## config.mk

```make
export PLATFORM = sky130hd
export DESIGN_NAME = cache_controller
export DESIGN_NICKNAME = d
export VERILOG_FILES = /design/src/mem_sys_settings.svh /design/src/mem_sys_pkg.sv /design/src/cache_controller.sv
export SDC_FILE = /design/constraint.sdc
export NUM_CORES = 1
export LEC_CHECK = 0
export ABC_CLOCK_PERIOD_IN_PS = 2000
export BUFFER_PORTS_ARGS = -buffer_cell sky130_fd_sc_hd__buf_2
export CAP_MARGIN = 20
export CORE_AREA = 5 5 156 158
export CTS_CLUSTER_SIZE = 14
export DETAILED_ROUTE_END_ITERATION = 10
export DIE_AREA = 0 0 161 163
export GPL_ROUTABILITY_DRIVEN = 0
export PLACE_DENSITY = 0.48
export RECOVER_POWER = 25
export SLEW_MARGIN = 20
export SYNTH_ARGS = -nofsm -noshare
export SYNTH_HDL_FRONTEND = slang
export SYNTH_SLANG_ARGS = --single-unit
```

## constraint.sdc

```tcl
create_clock -name clk -period 2 [get_ports clk]
set_input_delay 0.4 -clock clk [delete_from_list [all_inputs] [get_ports clk]]
set_output_delay 0.4 -clock clk [all_outputs]
set_load 0.02 [all_outputs]
```

## src/mem_sys_settings.svh

```systemverilog
`ifndef MEM_SYS_SETTINGS_SVH
`define MEM_SYS_SETTINGS_SVH

// Backing memory timing
// Cycles from the first held request to the mem_rdy pulse
// Legal range is 1 to 15, set by the 4-bit latency counter
`define MEM_LATENCY 4

// Backing memory contents at time zero
// Each word starts as its own word address XOR this key
`define MEM_PATTERN 16'h5a5a

`endif

```

## src/mem_sys_pkg.sv

```systemverilog
package mem_sys_pkg;

	typedef logic [15:0] word_t; // One data or instruction word
	typedef logic [63:0] line_t; // Four words, word 0 in bits 15:0

	// Word address split into cache fields, high bits first
	typedef struct packed {
		logic [7:0] tag;    // Compared against the tag array
		logic [5:0] index;  // Selects one of 64 lines
		logic [1:0] offset; // Selects a word in the line
	} addr_fields_t;

	// Same 16 bits seen flat or as cache fields
	typedef union packed {
		logic [15:0]  raw; // Flat word address
		addr_fields_t fld; // Tag, index and offset view
	} addr_u;

	// Line request from the controller to the backing memory
	typedef struct packed {
		logic        re;   // Line read
		logic        we;   // Line write
		logic [13:0] addr; // Line address, tag and index
		line_t       data; // Write-back line
	} mem_req_t;

endpackage

```

## src/cache_controller.sv

```systemverilog
`timescale 1ns/1ps

module cache_controller import mem_sys_pkg::*; (
	input  logic     clk,
	input  logic     rst_n,
	input  logic     i_iacc,    // Instruction fetch pending
	input  logic     i_dacc,    // Data access pending
	input  logic     i_write,   // Data access is a write
	input  addr_u    i_iaddr,
	input  addr_u    i_daddr,
	input  word_t    i_wrdata,
	input  logic     i_ihit,
	input  logic     i_dhit,
	input  logic     i_dirty,   // Line at data index is dirty
	input  logic [7:0] i_dtag,  // Tag of line at data index
	input  line_t    i_dline,   // Line at data index
	input  line_t    i_mline,   // Line returned by memory
	input  logic     i_mem_rdy,
	output mem_req_t o_mreq,
	output logic     o_iwe,
	output line_t    o_iline,
	output logic     o_dwe,
	output line_t    o_dline,
	output logic     o_ddirty,
	output logic     o_rdy
);

	localparam logic [1:0] START        = 2'b00;
	localparam logic [1:0] SPARE        = 2'b01; // Unused encoding, acts as START
	localparam logic [1:0] SERVICE_MISS = 2'b10;
	localparam logic [1:0] WRITE_BACK   = 2'b11;

	logic [1:0]  state;
	logic [1:0]  next_state;
	logic        m_re;
	logic        m_we;
	logic [13:0] m_addr;
	logic        d_miss;
	logic        i_miss;

	// Replace one word of a line, rest untouched
	function automatic line_t merge_word(line_t line, word_t w, logic [1:0] off);
		line_t merged;
		merged = line;
		merged[{off, 4'b0000} +: 16] = w;
		return merged;
	endfunction

	assign d_miss = i_dacc & ~i_dhit;
	assign i_miss = i_iacc & ~i_ihit;

	assign o_mreq = '{re: m_re, we: m_we, addr: m_addr, data: i_dline}; // Victim line as write data

	always_ff @(posedge clk or negedge rst_n) begin
		if (!rst_n) begin
			state <= START;
		end else begin
			state <= next_state;
		end
	end

	always_comb begin
		next_state = state;
		m_re       = 1'b0;
		m_we       = 1'b0;
		m_addr     = '0;
		o_iwe      = 1'b0;
		o_iline    = '0;
		o_dwe      = 1'b0;
		o_dline    = '0;
		o_ddirty   = 1'b0;
		o_rdy      = 1'b0;
		case (state)
			START, SPARE: begin
				if (d_miss) begin // Data misses go first
					if (i_dirty) begin
						m_we       = 1'b1;
						m_addr     = {i_dtag, i_daddr.fld.index}; // Victim line address
						next_state = WRITE_BACK;
					end else begin
						m_re       = 1'b1;
						m_addr     = {i_daddr.fld.tag, i_daddr.fld.index};
						next_state = SERVICE_MISS;
					end
				end else if (i_miss) begin
					m_re       = 1'b1;
					m_addr     = {i_iaddr.fld.tag, i_iaddr.fld.index};
					next_state = SERVICE_MISS;
				end else begin
					o_rdy = 1'b1; // Everything active hits
					if (i_dacc && i_write) begin
						o_dwe    = 1'b1;
						o_dline  = merge_word(i_dline, i_wrdata, i_daddr.fld.offset);
						o_ddirty = 1'b1;
					end
				end
			end
			SERVICE_MISS: begin
				m_re = 1'b1; // Held through the mem_rdy cycle
				if (d_miss) begin
					m_addr = {i_daddr.fld.tag, i_daddr.fld.index};
				end else begin
					m_addr = {i_iaddr.fld.tag, i_iaddr.fld.index};
				end
				if (i_mem_rdy) begin
					next_state = START; // Access hits next cycle
					if (d_miss) begin
						o_dwe = 1'b1;
						if (i_write) begin
							o_dline  = merge_word(i_mline, i_wrdata, i_daddr.fld.offset);
							o_ddirty = 1'b1;
						end else begin
							o_dline = i_mline; // Clean fill
						end
					end else begin
						o_iwe   = 1'b1;
						o_iline = i_mline;
					end
				end
			end
			WRITE_BACK: begin
				m_we   = 1'b1;
				m_addr = {i_dtag, i_daddr.fld.index};
				if (i_mem_rdy) begin
					next_state = SERVICE_MISS; // Refill follows
				end
			end
		endcase
	end

endmodule

```

---- Yosys cells after proc, flatten, opt, wreduce, memory -nomap -nowiden ----
Index checks and enable logic that the tools add are counted.
word-level totals
  bits in registers ....................... 2
  input port bits ......................... 193
  output and inout bits ................... 212
cells by class
  add/sub/neg operators ................... 1
  equal/unequal tests ..................... 6
  shift-type cells ........................ 2
  multiplexer cells ....................... 46
  bitwise logic cells ..................... 4
  reduce and logical (&&, ||, !) cells .... 4
operators with widths
  cell                                                   count
  two-way mux 64 bit                                     9
  bitwise mux 64 bit                                     2
  case mux 64 bit (2 select lines)                       1
  variable shift 16 x 8 -> 64 bit, first input constant  1
  indexed part select 16 x 8 -> 64 bit                   1
  two-way mux 14 bit                                     4
  case mux 14 bit (3 select lines)                       1
  two-way mux 1 bit                                      20
  two-way mux 2 bit                                      4
  negator 6 -> 8 bit                                     1
  case mux 1 bit (2 select lines)                        4
  case mux 2 bit (3 select lines)                        1
  equality test 2 bit, second input constant             2
  != test 2 bit, second input constant                   2
  != test 3 bit, second input constant                   1
  AND reduction 3 bit                                    1
  AND 1 bit                                              2
  equality test 2 x 1 -> 1 bit, second input constant    1
  logical NOT 2 bit                                      1
  inverter 1 bit                                         2
  OR reduction 2 bit                                     1
  logical AND 1 bit                                      1

---- Depth between registers and ports, before layout ----
  word-level depth ........................ 7
  depth in mapped cells ................... 7
  mapped depth without buffers ............ 5

---- Worst setup path after synthesis ----
No wires, ideal clock.
  kind .................................... input-to-output
  from .................................... input port i_daddr[0] in the netlist's numbering
  to ...................................... output port o_dline[35]
  arrival time ............................ 1.794 ns
  setup slack ............................. -0.194 ns
  stages .................................. 7
  path buffers ............................ 2
  cells stage by stage .................... inv_1 > ha_1 > nor2b_1 > clkbuf_1 > clkbuf_1 > a31oi_1 > o22ai_1
between the ends
  longest elaborated chain between the ends .. 7
RTL lines
  element                                                                                  RTL line                                         source
  start, declared                                                                          cache_controller.sv:10                           input addr_u i_daddr,
  negator 6 -> 8 bit (*)                                                                   cache_controller.sv:45                           merged[{off, 4'b0000} +: 16] = w;
  indexed part select 16 x 8 -> 64 bit or variable shift 16 x 8 -> 64 bit (tied branches)  cache_controller.sv:45
  bitwise mux 64 bit                                                                       cache_controller.sv:45
  two-way mux 64 bit, on equally long branches                                             cache_controller.sv:109, cache_controller.sv:91
  two-way mux 64 bit, on equally long branches                                             cache_controller.sv:107, cache_controller.sv:85
  two-way mux 64 bit, on equally long branches                                             cache_controller.sv:105, cache_controller.sv:75
  case mux 64 bit (2 select lines) (*)                                                     cache_controller.sv:73                           case (state)
  end, declared                                                                            cache_controller.sv:23                           output line_t o_dline,
Every way passes the cells marked *; elsewhere a longest branch is shown, timed or not.

---- Worst setup path in the final report ----
  from .................................... input port i_daddr[1] in the netlist's numbering
  to ...................................... output port o_dline[39]
Same word-level chain as after synthesis.

==> results.md <==
- Outcome: finished, violations left
- Failing checks: setup timing
- Crit path time final: 2.11 ns
- Clk_lat worst skew: 0.22 ns
- Grt met2 use: 34.1%
- Final Hold Viols: 0
- Slew @ Worst Pin: 0.423 ns
- CP Max Fanout: 8
- Commonest non-fill, non-tap cell in the layout: buf_2
- Sw Ratio: 48.5%
- Die X: 161 um
- Seq/Total Area, Yosys: 1.16%
- Syn Inst Count: 664
- ANT cells: 0
- Pre-antenna DRT Iters: 4
- RSZ-0062 raised after global routing: yes
- GRT busiest layer: met2
- Hold path startpoint: i_mem_rdy
- Total congestion overflow: 0
- Util after Layout: 41.7%
- Max reg flops: 2
- Final net count: 1236
- Setup TNS: -4.41 ns
- Post-synth EDFFs: 0
- MaxCap Viol Count: 0
- Worst Hold End: state[1]
- Post-Syn Area: 0.00431 sq mm
- WP data required: 1.60 ns
- Final worst slack: -0.111 ns
- Die footprint: 0.0262 sq mm
- Switch Pwr: 1900 uW
- R2R depth: 5
- Hpwl dp: 20.6 mm
- Static leakage: 0.00412 uW
- Reg with most FFs: state
- Met1 GRT Util: 23.4%
- Max Clk Rate: 474 MHz
- Final Skew: 0.00334 ns
- CTS max path bufs: 2
- Reg-to-Reg End: state[1]
- P per Cell Area: 408 mW/mm^2
- CP startpoint: i_daddr[1]
- Layout Area Growth over Synthesis: 123%
- Worst setup path category: in -> out
- Class of the worst hold path: in -> reg
- # DRC: 0
- Net Count, Synth: 862
- Slew Viols, Final: 0
- Gate power share: 90.6%
- Setup Viol. Count Final: 109
- I/O pins: 405
- Post-synth top flop: dfrtp_1
- P_int: 2010 uW
- Layout cells sized above 1: 70.4%
- CTS tree: built
- Peak VDD IR: 0.350 mV
- I/O Buffers: 402
- FFs w/ async S/R, synth: 100%
- Vias per inst: 5.12
- Hold Path Stages: 2
- Worst EP arrival: 1.71 ns
- Grt met3 use: 3.26%
- Root buf cell: clkbuf_16
- Number of global-route vias before repair: 6559
- Reg power frac: 1.7%
- Rel. slew slack: 71.8%
- Largest net degree at the start of global routing: 38
- Number of synthesis warnings: 0
- H-tree depth: 1
- Most frequent cells in the layout: 245 x buf_2, 121 x buf_6, 81 x buf_4
- Initial antenna violation count: 0
- First-pass GRT wire length: 39.4 mm
- Clk network pwr share: 7.7%
- Drt total wl: 29.2 mm
- Reg2Reg Setup Slack: 0.67 ns
- Critical path launch point type: primary input
- Final Hold Slack: 0.439 ns
- CTS Buf Count: 3
- Drt wl/cell: 22.0 um
- Worst r2r src: state[1]
- Global-route usage over all layers: 18.8%
- Avg Inst Size Synth: 6.49 sq um
- Core area: 0.0230 sq mm
- Top Registers: state: 2 flops
- Sink Count: 2
- Clock-pin slew on the worst setup and hold paths: 0.03 ns
- Initial core utilization: 18.7%
- Seq cells post-synth: 2
- CP Capture Type: primary output
- Tcrit/Tclk final: 106%
- Final ANT Viol Nets: 0
- Vias post-DR: 6783
- Row Count: 56
- Netlist cell types: 36
- Die H: 163 um
- DR iter-0 viols: 335
power by group through the flow:
stage          Sequential (uW)  Combinational (uW)  Clock [uW]
5_1_grt                   67.2                3730         309
3_3_place_gp              63.0                2550           0
4_1_cts                   65.4                2950         304
6_report                  64.5                3540         302
2_1_floorplan             65.3                1570           0
3_5_place_dp              62.7                2550           0
timing repair:
item / in CTS / in global routing
hold buffers: 1 / 0
gates cloned: 9 / 13
hold endpoints to repair: 2 / 0
buffers inserted: 9 / 6
setup endpoints to repair: 143 / 145
pin swaps: 16 / 73
gates resized for setup: 248 / 265
per-layer routing:
metal	share of wire (%)	vias up
met5	0	-
met4	3.6	0
met3	7.1	51
met2	49	317
met1	40	3249
li1	-	3166
final cells by class:
| cell class | count | area (sq um) |
|---|---|---|
| inverter | 3 | 26.3 |
| timing repair buffer | 519 | 4410 |
| fill | 2306 | 13400 |
| sequential | 2 | 51.3 |
| tap | 290 | 363 |
| clock buffer | 3 | 75.1 |
| multi-input combinational | 509 | 4660 |
synth_stat cells, types with 7 or more instances:
library cell  instances  area (sq um)
a21boi_0             65           488
a31oi_1             129           807
a32oi_1               7          61.3
and2_1               76           475
buf_2                35           175
buf_4                67           503
clkbuf_1             42           158
mux2i_1               8          80.1
nand2_1               8          30.0
nand2b_1              9          56.3
nor2b_1              92           576
o211ai_1              7          52.6
o21ai_0              14          70.1
o22ai_1              65           407
critical path, stage by stage:
cell	delay, ns
buf_8	0.09
inv_8	0.04
ha_4	0.28
nor2b_4	0.19
buf_12	0.13
buf_12	0.13
a31oi_2	0.10
o22ai_2	0.20
buf_6	0.14
stage by stage:
| stage | cells | total power [uW] | setup slack (ns) | area (sq um) |
|---|---|---|---|---|
| after detailed placement | 1289 | 2610 | -0.271 | 7230 |
| after floorplan | 664 | 1640 | -0.00325 | 4740 |
| after global placement | 1289 | 2610 | -0.213 | 7230 |
| after global routing | 1326 | 4110 | -0.169 | 9580 |
| after CTS | 1310 | 3320 | -0.100 | 8490 |
| final | 1326 | 3910 | -0.111 | 9580 |
worst max-delay path by stage:
stage             endpoint  slack, ns
2_1_floorplan  o_dline[32]     -0.003
3_3_place_gp   o_dline[47]      -0.21
3_5_place_dp   o_dline[20]      -0.27
4_1_cts        o_dline[47]      -0.10
5_1_grt        o_dline[39]      -0.17
6_report       o_dline[39]      -0.11
cells by family after synthesis:
logic type / count (synthesis) / share of synthesized area, %
AOI/OAI and AO/OA: 296 / 45.7
and+or+nand+nor: 200 / 28.9
DFF: 2 / 1.16
adders and majority gates: 5 / 1.45
muxes: 8 / 1.86
buffers and inverters: 153 / 20.9
No activity file was read; power rests on OpenSTA's default activity.
